## src/design/qa_pkg.sv

```systemverilog
//**************************************
// Shared types for the memory test engine
// Holds the CSR map, the host and transmit channel structs and the
// enums of the walker and the status writer
// Every design file names these through qa_pkg:: scoped references
//**************************************

package qa_pkg;

    // Register word indices, as sent in the header of a host config write
    // The byte address seen by the host is the index shifted left by two
    typedef enum logic [13:0] {
        CSR_AFU_DSM_BASEL         = 14'h0280,
        CSR_AFU_DSM_BASEH         = 14'h0281,
        CSR_AFU_CNTXT_BASEL       = 14'h0282,
        CSR_AFU_CNTXT_BASEH       = 14'h0283,
        CSR_AFU_EN                = 14'h0284,
        CSR_AFU_TRIGGER_DEBUG     = 14'h0285,
        CSR_AFU_ENABLE_TEST       = 14'h0286,
        CSR_AFU_READ_FRAME_BASEL  = 14'h0288,
        CSR_AFU_READ_FRAME_BASEH  = 14'h0289,
        CSR_AFU_WRITE_FRAME_BASEL = 14'h028A,
        CSR_AFU_WRITE_FRAME_BASEH = 14'h028B
    } t_csr_addr;

    // Debug request code, zero means nothing was asked for
    typedef logic [3:0] t_afu_debug_req;

    // Bit 0 starts a test, bits 7 to 1 carry the line count
    typedef logic [7:0] t_afu_enable_test;

    // Host receive channel, a config write is one cycle with cfgvalid high
    typedef struct packed {
        logic        cfgvalid;
        logic [13:0] header;
        logic [31:0] data;
    } rx_c0_t;

    // Register state broadcast to every consumer of the CSR block
    typedef struct packed {
        logic [63:0]      afu_dsm_base;
        logic             afu_dsm_base_valid;
        logic [63:0]      afu_cntxt_base;
        logic             afu_cntxt_base_valid;
        logic             afu_en;
        t_afu_debug_req   afu_trigger_debug;
        t_afu_enable_test afu_enable_test;
        logic [63:0]      afu_read_frame;
        logic [63:0]      afu_write_frame;
    } t_csr_afu_state;

    typedef enum logic {
        TX_RD_LINE,
        TX_WR_LINE
    } t_tx_opcode;

    // One transmit request, the address counts cache lines and not bytes
    typedef struct packed {
        logic        valid;
        t_tx_opcode  opcode;
        logic [63:0] addr;
        logic [31:0] data;
    } t_tx_req;

    typedef enum logic [1:0] {
        WALK_IDLE,
        WALK_RD,
        WALK_WR
    } t_walk_state;

    typedef enum logic {
        STAT_DONE,
        STAT_DEBUG
    } t_status_kind;

    // Line offsets of the status records inside the DSM
    localparam logic [63:0] DSM_DONE_OFFSET  = 64'd0;
    localparam logic [63:0] DSM_DEBUG_OFFSET = 64'd1;

endpackage

```

## src/design/qa_drv_csr.sv

```systemverilog
//**************************************
// Host configuration register block
// Decodes single-cycle config writes from the receive channel and
// broadcasts the whole register state as one struct
// Trigger and start fields are one-cycle command pulses
//**************************************

module qa_drv_csr (
    input  logic                    clk,
    input  logic                    resetb,
    input  qa_pkg::rx_c0_t          rx0,
    output qa_pkg::t_csr_afu_state  csr
);

    // Base and frame address registers written by the host
    logic [63:0] dsm_base;
    logic [63:0] cntxt_base;
    logic [63:0] read_frame;
    logic [63:0] write_frame;

    logic                     dsm_base_valid;
    logic                     cntxt_base_valid;
    logic                     afu_en;
    qa_pkg::t_afu_debug_req   trigger_debug;
    qa_pkg::t_afu_enable_test enable_test;

    // True when this cycle carries a config write to the given register
    function automatic logic csr_hit(input qa_pkg::rx_c0_t req, input qa_pkg::t_csr_addr addr);
        return req.cfgvalid && (req.header == 14'(addr));
    endfunction

    // Each wide register is loaded one 32-bit half at a time
    always_ff @(posedge clk) begin
        if (csr_hit(rx0, qa_pkg::CSR_AFU_DSM_BASEL)) begin
            dsm_base[31:0] <= rx0.data;
        end
        if (csr_hit(rx0, qa_pkg::CSR_AFU_DSM_BASEH)) begin
            dsm_base[63:32] <= rx0.data;
        end
        if (csr_hit(rx0, qa_pkg::CSR_AFU_CNTXT_BASEL)) begin
            cntxt_base[31:0] <= rx0.data;
        end
        if (csr_hit(rx0, qa_pkg::CSR_AFU_CNTXT_BASEH)) begin
            cntxt_base[63:32] <= rx0.data;
        end
        if (csr_hit(rx0, qa_pkg::CSR_AFU_READ_FRAME_BASEL)) begin
            read_frame[31:0] <= rx0.data;
        end
        if (csr_hit(rx0, qa_pkg::CSR_AFU_READ_FRAME_BASEH)) begin
            read_frame[63:32] <= rx0.data;
        end
        if (csr_hit(rx0, qa_pkg::CSR_AFU_WRITE_FRAME_BASEL)) begin
            write_frame[31:0] <= rx0.data;
        end
        if (csr_hit(rx0, qa_pkg::CSR_AFU_WRITE_FRAME_BASEH)) begin
            write_frame[63:32] <= rx0.data;
        end
    end

    // Control fields
    always_ff @(posedge clk) begin
        if (!resetb) begin
            dsm_base_valid   <= 1'b0;
            cntxt_base_valid <= 1'b0;
            afu_en           <= 1'b0;
            trigger_debug    <= '0;
            enable_test      <= '0;
        end else begin
            // A base counts as valid once its low word has been written
            if (csr_hit(rx0, qa_pkg::CSR_AFU_DSM_BASEL)) begin
                dsm_base_valid <= 1'b1;
            end
            if (csr_hit(rx0, qa_pkg::CSR_AFU_CNTXT_BASEL)) begin
                cntxt_base_valid <= 1'b1;
            end
            if (csr_hit(rx0, qa_pkg::CSR_AFU_EN)) begin
                afu_en <= rx0.data[0];
            end

            // Commands last one cycle and drop back to zero on the next edge
            if (csr_hit(rx0, qa_pkg::CSR_AFU_TRIGGER_DEBUG)) begin
                trigger_debug <= rx0.data[$bits(qa_pkg::t_afu_debug_req)-1:0];
            end else begin
                trigger_debug <= '0;
            end
            if (csr_hit(rx0, qa_pkg::CSR_AFU_ENABLE_TEST)) begin
                enable_test <= rx0.data[$bits(qa_pkg::t_afu_enable_test)-1:0];
            end else begin
                enable_test <= '0;
            end
        end
    end

    // Pack everything into the broadcast struct
    always_comb begin
        csr.afu_dsm_base         = dsm_base;
        csr.afu_dsm_base_valid   = dsm_base_valid;
        csr.afu_cntxt_base       = cntxt_base;
        csr.afu_cntxt_base_valid = cntxt_base_valid;
        csr.afu_en               = afu_en;
        csr.afu_trigger_debug    = trigger_debug;
        csr.afu_enable_test      = enable_test;
        csr.afu_read_frame       = read_frame;
        csr.afu_write_frame      = write_frame;
    end

endmodule

```

## src/design/qa_drv_line_walker.sv

```systemverilog
//**************************************
// Line walker of the test engine
// On a start pulse it issues a read and then a write for every cache
// line of the test and pulses done with the count at the end
//**************************************

module qa_drv_line_walker (
    input  logic                   clk,
    input  logic                   resetb,
    input  qa_pkg::t_csr_afu_state csr,
    output qa_pkg::t_tx_req        walk_req,
    input  logic                   walk_grant,
    output logic                   done,
    output logic [6:0]             line_count
);

    qa_pkg::t_walk_state state;

    // Test parameters captured at start so later CSR writes cannot disturb a walk
    logic [6:0]  count;
    logic [6:0]  idx;
    logic [63:0] rd_base;
    logic [63:0] wr_base;

    logic [6:0] start_count;
    logic       start;
    logic       accept;
    logic       last_line;

    // A start is only honoured while enabled and idle, with a nonzero count
    assign start_count = csr.afu_enable_test[7:1];
    assign start       = (state == qa_pkg::WALK_IDLE) && csr.afu_en &&
                         csr.afu_enable_test[0] && (start_count != 7'd0);
    assign accept      = walk_req.valid && walk_grant;
    assign last_line   = (idx == count - 7'd1);

    // Request is held stable until the arbiter grants it
    always_comb begin
        walk_req.valid = (state != qa_pkg::WALK_IDLE);
        if (state == qa_pkg::WALK_WR) begin
            walk_req.opcode = qa_pkg::TX_WR_LINE;
            walk_req.addr   = wr_base + {57'd0, idx};
            walk_req.data   = {25'd0, idx};
        end else begin
            walk_req.opcode = qa_pkg::TX_RD_LINE;
            walk_req.addr   = rd_base + {57'd0, idx};
            walk_req.data   = 32'd0;
        end
    end

    always_ff @(posedge clk) begin
        if (!resetb) begin
            state <= qa_pkg::WALK_IDLE;
            done  <= 1'b0;
        end else begin
            done <= 1'b0;
            if (start) begin
                state <= qa_pkg::WALK_RD;
            end else if (accept) begin
                // Losing afu_en mid-test ends the walk quietly with no done pulse
                if (!csr.afu_en) begin
                    state <= qa_pkg::WALK_IDLE;
                end else if (state == qa_pkg::WALK_RD) begin
                    state <= qa_pkg::WALK_WR;
                end else if (last_line) begin
                    state <= qa_pkg::WALK_IDLE;
                    done  <= 1'b1;
                end else begin
                    state <= qa_pkg::WALK_RD;
                end
            end
        end
    end

    // Walk bookkeeping
    always_ff @(posedge clk) begin
        if (start) begin
            count   <= start_count;
            idx     <= 7'd0;
            rd_base <= csr.afu_read_frame;
            wr_base <= csr.afu_write_frame;
        end else if (accept && (state == qa_pkg::WALK_WR)) begin
            idx <= idx + 7'd1;
        end
    end

    // Count stays latched until the next start, so it is stable with done
    assign line_count = count;

endmodule

```

## src/design/qa_drv_status_writer.sv

```systemverilog
//**************************************
// Status writer of the test engine
// Captures completion and debug events into pending slots and posts
// them as line writes into the DSM once its base is valid
//**************************************

module qa_drv_status_writer (
    input  logic                   clk,
    input  logic                   resetb,
    input  qa_pkg::t_csr_afu_state csr,
    input  logic                   done,
    input  logic [6:0]             line_count,
    output qa_pkg::t_tx_req        stat_req,
    input  logic                   stat_grant
);

    // One slot per record kind
    logic                   done_pend;
    logic [6:0]             done_count;
    logic                   debug_pend;
    qa_pkg::t_afu_debug_req debug_code;

    qa_pkg::t_status_kind sel_kind;
    logic                 debug_evt;
    logic                 accept;

    assign debug_evt = (csr.afu_trigger_debug != '0);

    // Completion goes ahead of a debug snapshot when both wait
    assign sel_kind = done_pend ? qa_pkg::STAT_DONE : qa_pkg::STAT_DEBUG;
    assign accept   = stat_req.valid && stat_grant;

    always_comb begin
        stat_req.valid  = csr.afu_dsm_base_valid && (done_pend || debug_pend);
        stat_req.opcode = qa_pkg::TX_WR_LINE;
        if (sel_kind == qa_pkg::STAT_DONE) begin
            stat_req.addr = csr.afu_dsm_base + qa_pkg::DSM_DONE_OFFSET;
            stat_req.data = {25'd0, done_count};
        end else begin
            // Debug record carries the code and the current enable bit
            stat_req.addr = csr.afu_dsm_base + qa_pkg::DSM_DEBUG_OFFSET;
            stat_req.data = {27'd0, csr.afu_en, debug_code};
        end
    end

    always_ff @(posedge clk) begin
        if (!resetb) begin
            done_pend  <= 1'b0;
            debug_pend <= 1'b0;
        end else begin
            // A fresh event on the same edge as the post keeps its slot pending
            if (done) begin
                done_pend <= 1'b1;
            end else if (accept && (sel_kind == qa_pkg::STAT_DONE)) begin
                done_pend <= 1'b0;
            end
            if (debug_evt) begin
                debug_pend <= 1'b1;
            end else if (accept && (sel_kind == qa_pkg::STAT_DEBUG)) begin
                debug_pend <= 1'b0;
            end
        end
    end

    // Slot payloads, a repeated event simply overwrites the older value
    always_ff @(posedge clk) begin
        if (done) begin
            done_count <= line_count;
        end
        if (debug_evt) begin
            debug_code <= csr.afu_trigger_debug;
        end
    end

endmodule

```

## src/design/qa_drv_top.sv

```systemverilog
//**************************************
// Top level of the memory test engine
// Host config writes come in on rx0 and line requests leave on tx
// ARB_FAIR is handed down to the transmit arbiter
//**************************************

module qa_drv_top #(
    parameter int ARB_FAIR = 1
) (
    input  logic                   clk,
    input  logic                   resetb,
    input  qa_pkg::rx_c0_t         rx0,
    input  logic                   tx_almost_full,
    output qa_pkg::t_tx_req        tx,
    output qa_pkg::t_csr_afu_state csr_state
);

    // Register state shared by all consumers
    qa_pkg::t_csr_afu_state csr;

    // Walker side of the arbiter
    qa_pkg::t_tx_req walk_req;
    logic            walk_grant;

    // Completion handoff from walker to status writer
    logic       done;
    logic [6:0] line_count;

    // Status side of the arbiter
    qa_pkg::t_tx_req stat_req;
    logic            stat_grant;

    qa_drv_csr u_csr (
        .clk    (clk),
        .resetb (resetb),
        .rx0    (rx0),
        .csr    (csr)
    );

    qa_drv_line_walker u_line_walker (
        .clk        (clk),
        .resetb     (resetb),
        .csr        (csr),
        .walk_req   (walk_req),
        .walk_grant (walk_grant),
        .done       (done),
        .line_count (line_count)
    );

    qa_drv_status_writer u_status_writer (
        .clk        (clk),
        .resetb     (resetb),
        .csr        (csr),
        .done       (done),
        .line_count (line_count),
        .stat_req   (stat_req),
        .stat_grant (stat_grant)
    );

    qa_drv_tx_arb #(
        .ARB_FAIR (ARB_FAIR)
    ) u_tx_arb (
        .clk            (clk),
        .resetb         (resetb),
        .walk_req       (walk_req),
        .walk_grant     (walk_grant),
        .stat_req       (stat_req),
        .stat_grant     (stat_grant),
        .tx_almost_full (tx_almost_full),
        .tx             (tx)
    );

    // The host may observe the register state directly
    assign csr_state = csr;

endmodule

```

## src/design/qa_drv_tx_arb.sv

```systemverilog
//**************************************
// Transmit arbiter of the test engine
// Merges walker and status requests onto one registered channel
// ARB_FAIR 1 alternates on contention, 0 favours the walker
//**************************************

module qa_drv_tx_arb #(
    parameter int ARB_FAIR = 1
) (
    input  logic            clk,
    input  logic            resetb,
    input  qa_pkg::t_tx_req walk_req,
    output logic            walk_grant,
    input  qa_pkg::t_tx_req stat_req,
    output logic            stat_grant,
    input  logic            tx_almost_full,
    output qa_pkg::t_tx_req tx
);

    // Set when the status writer took the most recent grant
    logic last_stat;
    logic pick_stat;

    always_comb begin
        if (walk_req.valid && stat_req.valid) begin
            pick_stat = (ARB_FAIR != 0) ? ~last_stat : 1'b0;
        end else begin
            pick_stat = stat_req.valid;
        end

        // Back-pressure blocks every grant in the same cycle
        walk_grant = !tx_almost_full && walk_req.valid && !pick_stat;
        stat_grant = !tx_almost_full && stat_req.valid && pick_stat;
    end

    always_ff @(posedge clk) begin
        if (!resetb) begin
            last_stat <= 1'b0;
            tx.valid  <= 1'b0;
        end else if (walk_grant) begin
            tx        <= walk_req;
            last_stat <= 1'b0;
        end else if (stat_grant) begin
            tx        <= stat_req;
            last_stat <= 1'b1;
        end else begin
            tx.valid <= 1'b0;
        end
    end

endmodule

```

## config.mk

```make
export PLATFORM = sky130hd
export DESIGN_NAME = qa_drv_top
export DESIGN_NICKNAME = d
export VERILOG_FILES = /design/src/design/qa_pkg.sv /design/src/design/qa_drv_csr.sv /design/src/design/qa_drv_line_walker.sv /design/src/design/qa_drv_status_writer.sv /design/src/design/qa_drv_top.sv /design/src/design/qa_drv_tx_arb.sv
export SDC_FILE = /design/constraint.sdc
export NUM_CORES = 1
export LEC_CHECK = 0
export ABC_AREA = 1
export BUFFER_PORTS_ARGS = -buffer_cell sky130_fd_sc_hd__buf_4
export CORE_UTILIZATION = 61
export CTS_BUF_LIST = sky130_fd_sc_hd__clkbuf_16
export DETAILED_ROUTE_END_ITERATION = 16
export PLACE_DENSITY = 0.9
export SLEW_MARGIN = 20
export SYNTH_ARGS = -nofsm -noshare
export SYNTH_HDL_FRONTEND = slang
export SYNTH_HIERARCHICAL = 1
export SYNTH_SLANG_ARGS = --single-unit
```

## constraint.sdc

```tcl
create_clock -name clk -period 15.9 [get_ports clk]
set_input_delay 1.59 -clock clk [delete_from_list [all_inputs] [get_ports clk]]
set_output_delay 1.59 -clock clk [all_outputs]
set_load 0.005 [all_outputs]
```

==> impl_metrics.toml, run 1 <==
[clocking]
cts_resized = 0
cts.htree.levels = 2
clock-root-buffer = "clkbuf_16"
cts_tree = "done"
clk_pin_slew_ps = 70
worstSkewPairLatency_ps = 610
cts-hold-fix-buffers = 0
postCtsSetupBuffers = 0
clockBufferDepth = 3
cts_sinks = 528
cts_made_buffers = 53

[grt]
grt_pass1_wl_mm = 126
gr-usage-all-layers_pct = 41.9
grt_max_degree = 98
grt_overflow_total = 0
grt_pass1_vias = 19900
antenna_found_initial = 9

[synth]
syn_area_per_cell_um2 = 9.79
synth_fa_ha_area_share_pct = 0.577
synth_compound_area_share_pct = 0.721
synthCells = 2568
yosysTopAreaCellShare_pct = 59.6
synth_edf_count = 499
synth_xor_area_share_pct = 2.61
synth_ff_type = "edfxtp_1"
synthMuxAreaShare_pct = 0
async_reset_ff_share_pct = 0
ys_seq_area_share_pct = 61.9
synth_area_um2 = 25200
synthTopCellsByArea = "edfxtp_1, nand2_1, inv_1, nand3_1, nor2_1"
synth.ff_latch_count = 528
yosysWarningCount = 6
synth_top_family_by_area = "simple AND/OR/NAND/NOR gates"
synth_top_area_cell = "edfxtp_1"
yosys.area_share.simple_pct = 26.7
ys_types = 45

[setup_path]
endpoint_kind = "register"
cp.arrival_ps = 4670
crit_path_start_kind = "register"
cp_max_fo = 90
required_ps = 16240
critical_path_class = "register to register"
startpoint = "u_line_walker/state[0]$_SDFFE_PN0P_"
r2r-start = "u_line_walker/state[0]$_SDFFE_PN0P_"

[sta]
whs_ps = 449
slew_headroom_pct = 23.8
clock_skew_ps = 13.8
finalHoldViolations = 0
rsz0062_at_grt = "false"
finalSetupTns_ps = 0
setup_violations = 0
drv_slew = 0
timing.fmax_ghz = 0.231
tightestPinTransition_ps = 1140
finalCriticalPeriod_ps = 4330
period_share_pct = 27.2

[layout]
fillerInstances = 2578
drive_gt1_share_pct = 21.2
diodes = 0
area_delta_synth_final_pct = 20.7
nets = 3058

[placement]
routabilityCongestion = 1.05
port_buffers = 418
dpl.hpwl_mm = 63.3

[floorplanning]
die_h_um = 205
chipWidth_um = 205
fp.coreArea_um2 = 40700
ios = 419
start_util_pct = 61.7
dieArea_um2 = 42000
num_rows = 74

[route]
drc = 0
ant_nets = 0
drt_wl_total_mm = 89.6
vias_per_cell = 5.96
dr.first_iter.drc_count = 3264
wl_per_cell_um = 25.1
vias = 21300
drt-pass1-iter-count = 8

[run_status]
status = "completed"

[pwr]
ir_worst_vdd_uv = 133
p_leak_nw = 13.2
p_per_area_nw_per_um2 = 92.7

[run]
maxCapViolations = 0

[hold_path]
hold_path.class = "register to register"
hp-start = "u_csr/read_frame[54]$_DFFE_PP_"
[power by group]
part           leakage, nW  switching (mW)  total (mW)  internal (mW)
Combinational         7.58          0.0287      0.0393         0.0106
Sequential            4.76       0.0000361        1.51           1.51
Clock                0.879           0.550        1.27          0.717
[layout by cell type, fill, tap and decap left out, types with 6 or more instances in the layout]
master	Yosys	layout
clkinv_1	1	14
bufinv_16	0	6
conb_1	3	51
nand3b_1	17	17
nand3_2	8	8
edfxtp_1	499	499
clkbuf_16	0	54
nand3_1	211	211
nor3_1	21	21
nand4_1	39	39
inv_2	8	8
inv_1	283	294
xor2_1	42	42
nand2_1	829	829
dfxtp_1	29	28
buf_4	62	431
xnor2_1	31	31
ha_1	10	10
clkinv_4	0	6
nand2_4	9	10
nor2_2	35	38
nor2_1	276	268
o21ai_0	11	11
nor2_4	18	23
a21oi_1	17	17
nand2_2	28	27
[worst max-delay path: stages, from the launching register on]
cell	delay, ps
dfxtp_1	390
inv_4	430
nand2_4	670
o21ai_0	520
inv_1	130
fa_1	480
inv_1	100
nand2_1	60
nand3_1	140
nand2_1	80
nand2_2	180
nand2_1	180
nor2_2	270
nand2_1	90
nand2_1	80
nand2_1	50
nand3_1	90
nand2_1	100
[state kept, by name, indices dropped and copies added (netlist names)]
name and count:
u_csr/afu_en 1, u_csr/cntxt_base 64, u_csr/cntxt_base_valid 1, u_csr/dsm_base 64
u_csr/dsm_base_valid 1, u_csr/enable_test 8, u_csr/read_frame 64, u_csr/trigger_debug 4
u_csr/write_frame 64, u_line_walker/done 1, u_line_walker/idx 7, u_line_walker/line_count 7
u_line_walker/rd_base 64, u_line_walker/state 2, u_line_walker/wr_base 64, u_status_writer/debug_code 4
u_status_writer/debug_pend 1, u_status_writer/done_count 7, u_status_writer/done_pend 1, u_tx_arb/last_stat 1
u_tx_arb/tx 98
[cell usage after synthesis, types with 28 or more instances]
master	number
xnor2_1	31
nand2_2	28
dfxtp_1	29
nor2_1	276
inv_1	283
nor2_2	35
buf_2	30
nand3_1	211
xor2_1	42
nand4_1	39
buf_4	62
nand2_1	829
edfxtp_1	499
[worst paths after layout]
kind / cells past startpoint / endpoint / slack (ps)
setup / recovery: 17 / u_tx_arb/tx[92]$_DFFE_PP_ / 11570
hold / removal: 0 / u_line_walker/rd_base[54]$_DFFE_PP_ / 450
setup reg to reg: 17 / u_tx_arb/tx[92]$_DFFE_PP_ / 11570
hold reg to reg: 0 / u_line_walker/rd_base[54]$_DFFE_PP_ / 450
[through the flow]
stage	util [%]	power, mW	instances	worst slack (ps)	area, um^2
final	74.5	2.81	3571	11570	30400
after global routing	74.5	2.86	3571	11350	30400
after CTS	74.3	2.81	3567	11710	30300
after detailed placement	70.1	1.57	3470	11800	28500
after global placement	70.1	1.57	3470	12000	28500
after floorplan	-	1.56	2616	6450	25300
[logic make-up (layout without fill, tap and decap cells)]
family,Yosys count,after routing
AOI/OAI and AO/OA,34,34
xor gates and xnor gates,74,74
adders and majority gates,11,11
buffers and inverters,403,826
DFF,528,528
other,3,51
and+or+nand+nor,1515,1515
[layer usage]
metal / track usage, % / vias up / part of all wire, %
li1: - / 9098 / -
met1: 56.5 / 10000 / 36
met2: 65.0 / 1902 / 45
met3: 9.24 / 284 / 13
met4: 19.1 / 2 / 4.7
met5: 0 / - / 0.033
[layout make-up]
cell class                 count  area, um^2  share of cell area (%)
clock inverter                43         385                    1.27
inverter                     294        1110                    3.66
clock buffer                  54        1350                    4.45
timing repair buffer         435        3320                    10.9
multi-input combinational   1685        7960                    26.2
tap                          532         666                    2.19
sequential                   528       15600                    51.3
Note: power is estimated with default switching activity, not from simulation.
==> run 2, diff against run 1 <==
--- a/config.mk
+++ b/config.mk
@@ -7,10 +7,10 @@
 export LEC_CHECK = 0
 export ABC_AREA = 1
 export BUFFER_PORTS_ARGS = -buffer_cell sky130_fd_sc_hd__buf_4
-export CORE_UTILIZATION = 61
+export CORE_UTILIZATION = 57
 export CTS_BUF_LIST = sky130_fd_sc_hd__clkbuf_16
 export DETAILED_ROUTE_END_ITERATION = 16
-export PLACE_DENSITY = 0.9
+export PLACE_DENSITY = 0.86
 export SLEW_MARGIN = 20
 export SYNTH_ARGS = -nofsm -noshare
 export SYNTH_HDL_FRONTEND = slang
==> constraint.sdc (replaced) <==
create_clock -name clk -period 4.05 [get_ports clk]
set_input_delay 0.405 -clock clk [delete_from_list [all_inputs] [get_ports clk]]
set_output_delay 0.405 -clock clk [all_outputs]
set_load 0.005 [all_outputs]
==> impl_metrics.toml, run 2 (synthesis gave the netlist of run 1 again) <==
[run_status]
status = "completed"

[sta]
tightestPinTransition_ps = 1230
finalCriticalPeriod_ps = 3650
drv_slew = 0
slew_headroom_pct = 18.0
rsz0062_at_grt = "false"
setup_violations = 0
period_share_pct = 90.1
finalSetupTns_ps = 0
finalWorstSetupSlack_ps = 400
clock_skew_ps = 29.2
timing.fmax_ghz = 0.274
finalHoldViolations = 0

[layout]
area_delta_synth_final_pct = 21.2
nets = 3065
diodes = 0
final_common_cell = "nand2_1"
seq_area_um2 = 15600
drive_gt1_share_pct = 21.8
largest_register_ffs = 98
final_cell_mix = "nand2_1, edfxtp_1, buf_4, inv_1, nor2_1"
fillerInstances = 3009
multiInputGateArea_um2 = 7960
top_register = "u_tx_arb/tx"

[setup_path]
reg2reg_slack_ps = 400
required_ps = 4540
critical_path_class = "register to register"
cp.arrival_ps = 4140
endpoint_kind = "register"
cp_max_fo = 52
crit_path_start_kind = "register"

[run]
maxCapViolations = 0

[placement]
dp_slack_ps = 717
routabilityCongestion = 1.02
dpl.hpwl_mm = 65.9
port_buffers = 418

[grt]
gr-usage-all-layers_pct = 40.7
grt_overflow_total = 0
grt_max_degree = 98
grt_pass1_wl_mm = 132
antenna_found_initial = 2
grt_pass1_vias = 20400

[clocking]
cts_made_buffers = 53
clockBufferDepth = 3
worstSkewPairLatency_ps = 610
cts_resized = 0
clock-root-buffer = "clkbuf_16"
cts_tree = "done"
cts_sinks = 528
clk_pin_slew_ps = 70
cts.htree.levels = 2
postCtsSetupBuffers = 0
cts-hold-fix-buffers = 0

[floorplanning]
dieArea_um2 = 45000
num_rows = 76
start_util_pct = 58.1
fp.coreArea_um2 = 43300
chipWidth_um = 212
ios = 419
die_h_um = 212

[route]
drt_wl_total_mm = 92.4
ant_nets = 0
drc = 0
vias = 21100
dr.first_iter.drc_count = 3182
vias_per_cell = 5.82
wl_per_cell_um = 25.4
drt-pass1-iter-count = 6

[pwr]
seqPwrFrac_pct = 53.7
p_leak_nw = 13.3
p_switching_mw = 2.39
p_sw_share_pct = 21.7
clock_power_share_pct = 44.9
power_frac_comb_pct = 1.4
ir_worst_vdd_uv = 411
p_per_area_nw_per_um2 = 362
intPower_mw = 8.64

[hold_path]
hold_path.class = "input pin to register"
## run 2: power groups by stage
stage	Sequential, mW	Combinational [mW]	Clock [mW]
2_1_floorplan	6.04	0.0623	0
3_5_place_dp	6.04	0.140	0
6_report	5.92	0.157	4.95
5_1_grt	5.92	0.160	5.18
4_1_cts	5.92	0.142	4.96
3_3_place_gp	6.04	0.133	0
## run 2: final timing paths
path | startpoint | endpoint | cells past startpoint
worst max-delay path | u_line_walker/state[1]$_SDFFE_PP0P_ | u_line_walker/idx[6]$_SDFFE_PP0P_ | 14
worst min-delay path | rx0[22] | u_csr/cntxt_base[22]$_DFFE_PP_ | 1
worst max register to register | u_line_walker/state[1]$_SDFFE_PP0P_ | u_line_walker/idx[6]$_SDFFE_PP0P_ | 14
worst min register to register | u_csr/write_frame[45]$_DFFE_PP_ | u_line_walker/wr_base[45]$_DFFE_PP_ | 0
## run 2: metrics by stage
| step | utilization [%] | instance area, um^2 | total power [mW] | hold slack, ps | instances |
|---|---|---|---|---|---|
| floorplan | - | 25300 | 6.11 | 427 | 2616 |
| global placement | 66.4 | 28700 | 6.18 | 433 | 3532 |
| detailed placement | 66.4 | 28700 | 6.18 | 435 | 3532 |
| CTS | 70.4 | 30400 | 11.0 | 50.1 | 3631 |
| global route | 70.5 | 30500 | 11.3 | 62.6 | 3633 |
| finish | 70.5 | 30500 | 11.0 | 88.4 | 3633 |
## run 2: final cells by class
cell class | count | area share (%)
tap | 585 | 2.40
timing repair buffer | 442 | 11.1
inverter | 294 | 3.64
multi-input combinational | 1685 | 26.1
clock buffer | 56 | 4.60
sequential | 528 | 51.0
clock inverter | 43 | 1.10
## run 2: worst max-delay path: stages, from the launching register on
cell and delay [ps]:
dfxtp_2 370, buf_4 520, nor2_1 210, inv_1 180, inv_2 80, nor2_8 430, nand2_4 480, inv_1 190
inv_1 110, nor2_4 170, nand3_1 140, nor3_1 320, nand2_1 120, o21ai_0 160, a21oi_1 50
## run 2: metal layers
metal	GRT usage (%)	routed length [um]	share of wire, %	vias up
met4	17.2	4130	4.5	0
met2	63.9	42000	45	1749
met5	0	0	0	-
met1	54.8	34600	37	9980
met3	9.05	11700	13	293
li1	-	-	-	9114
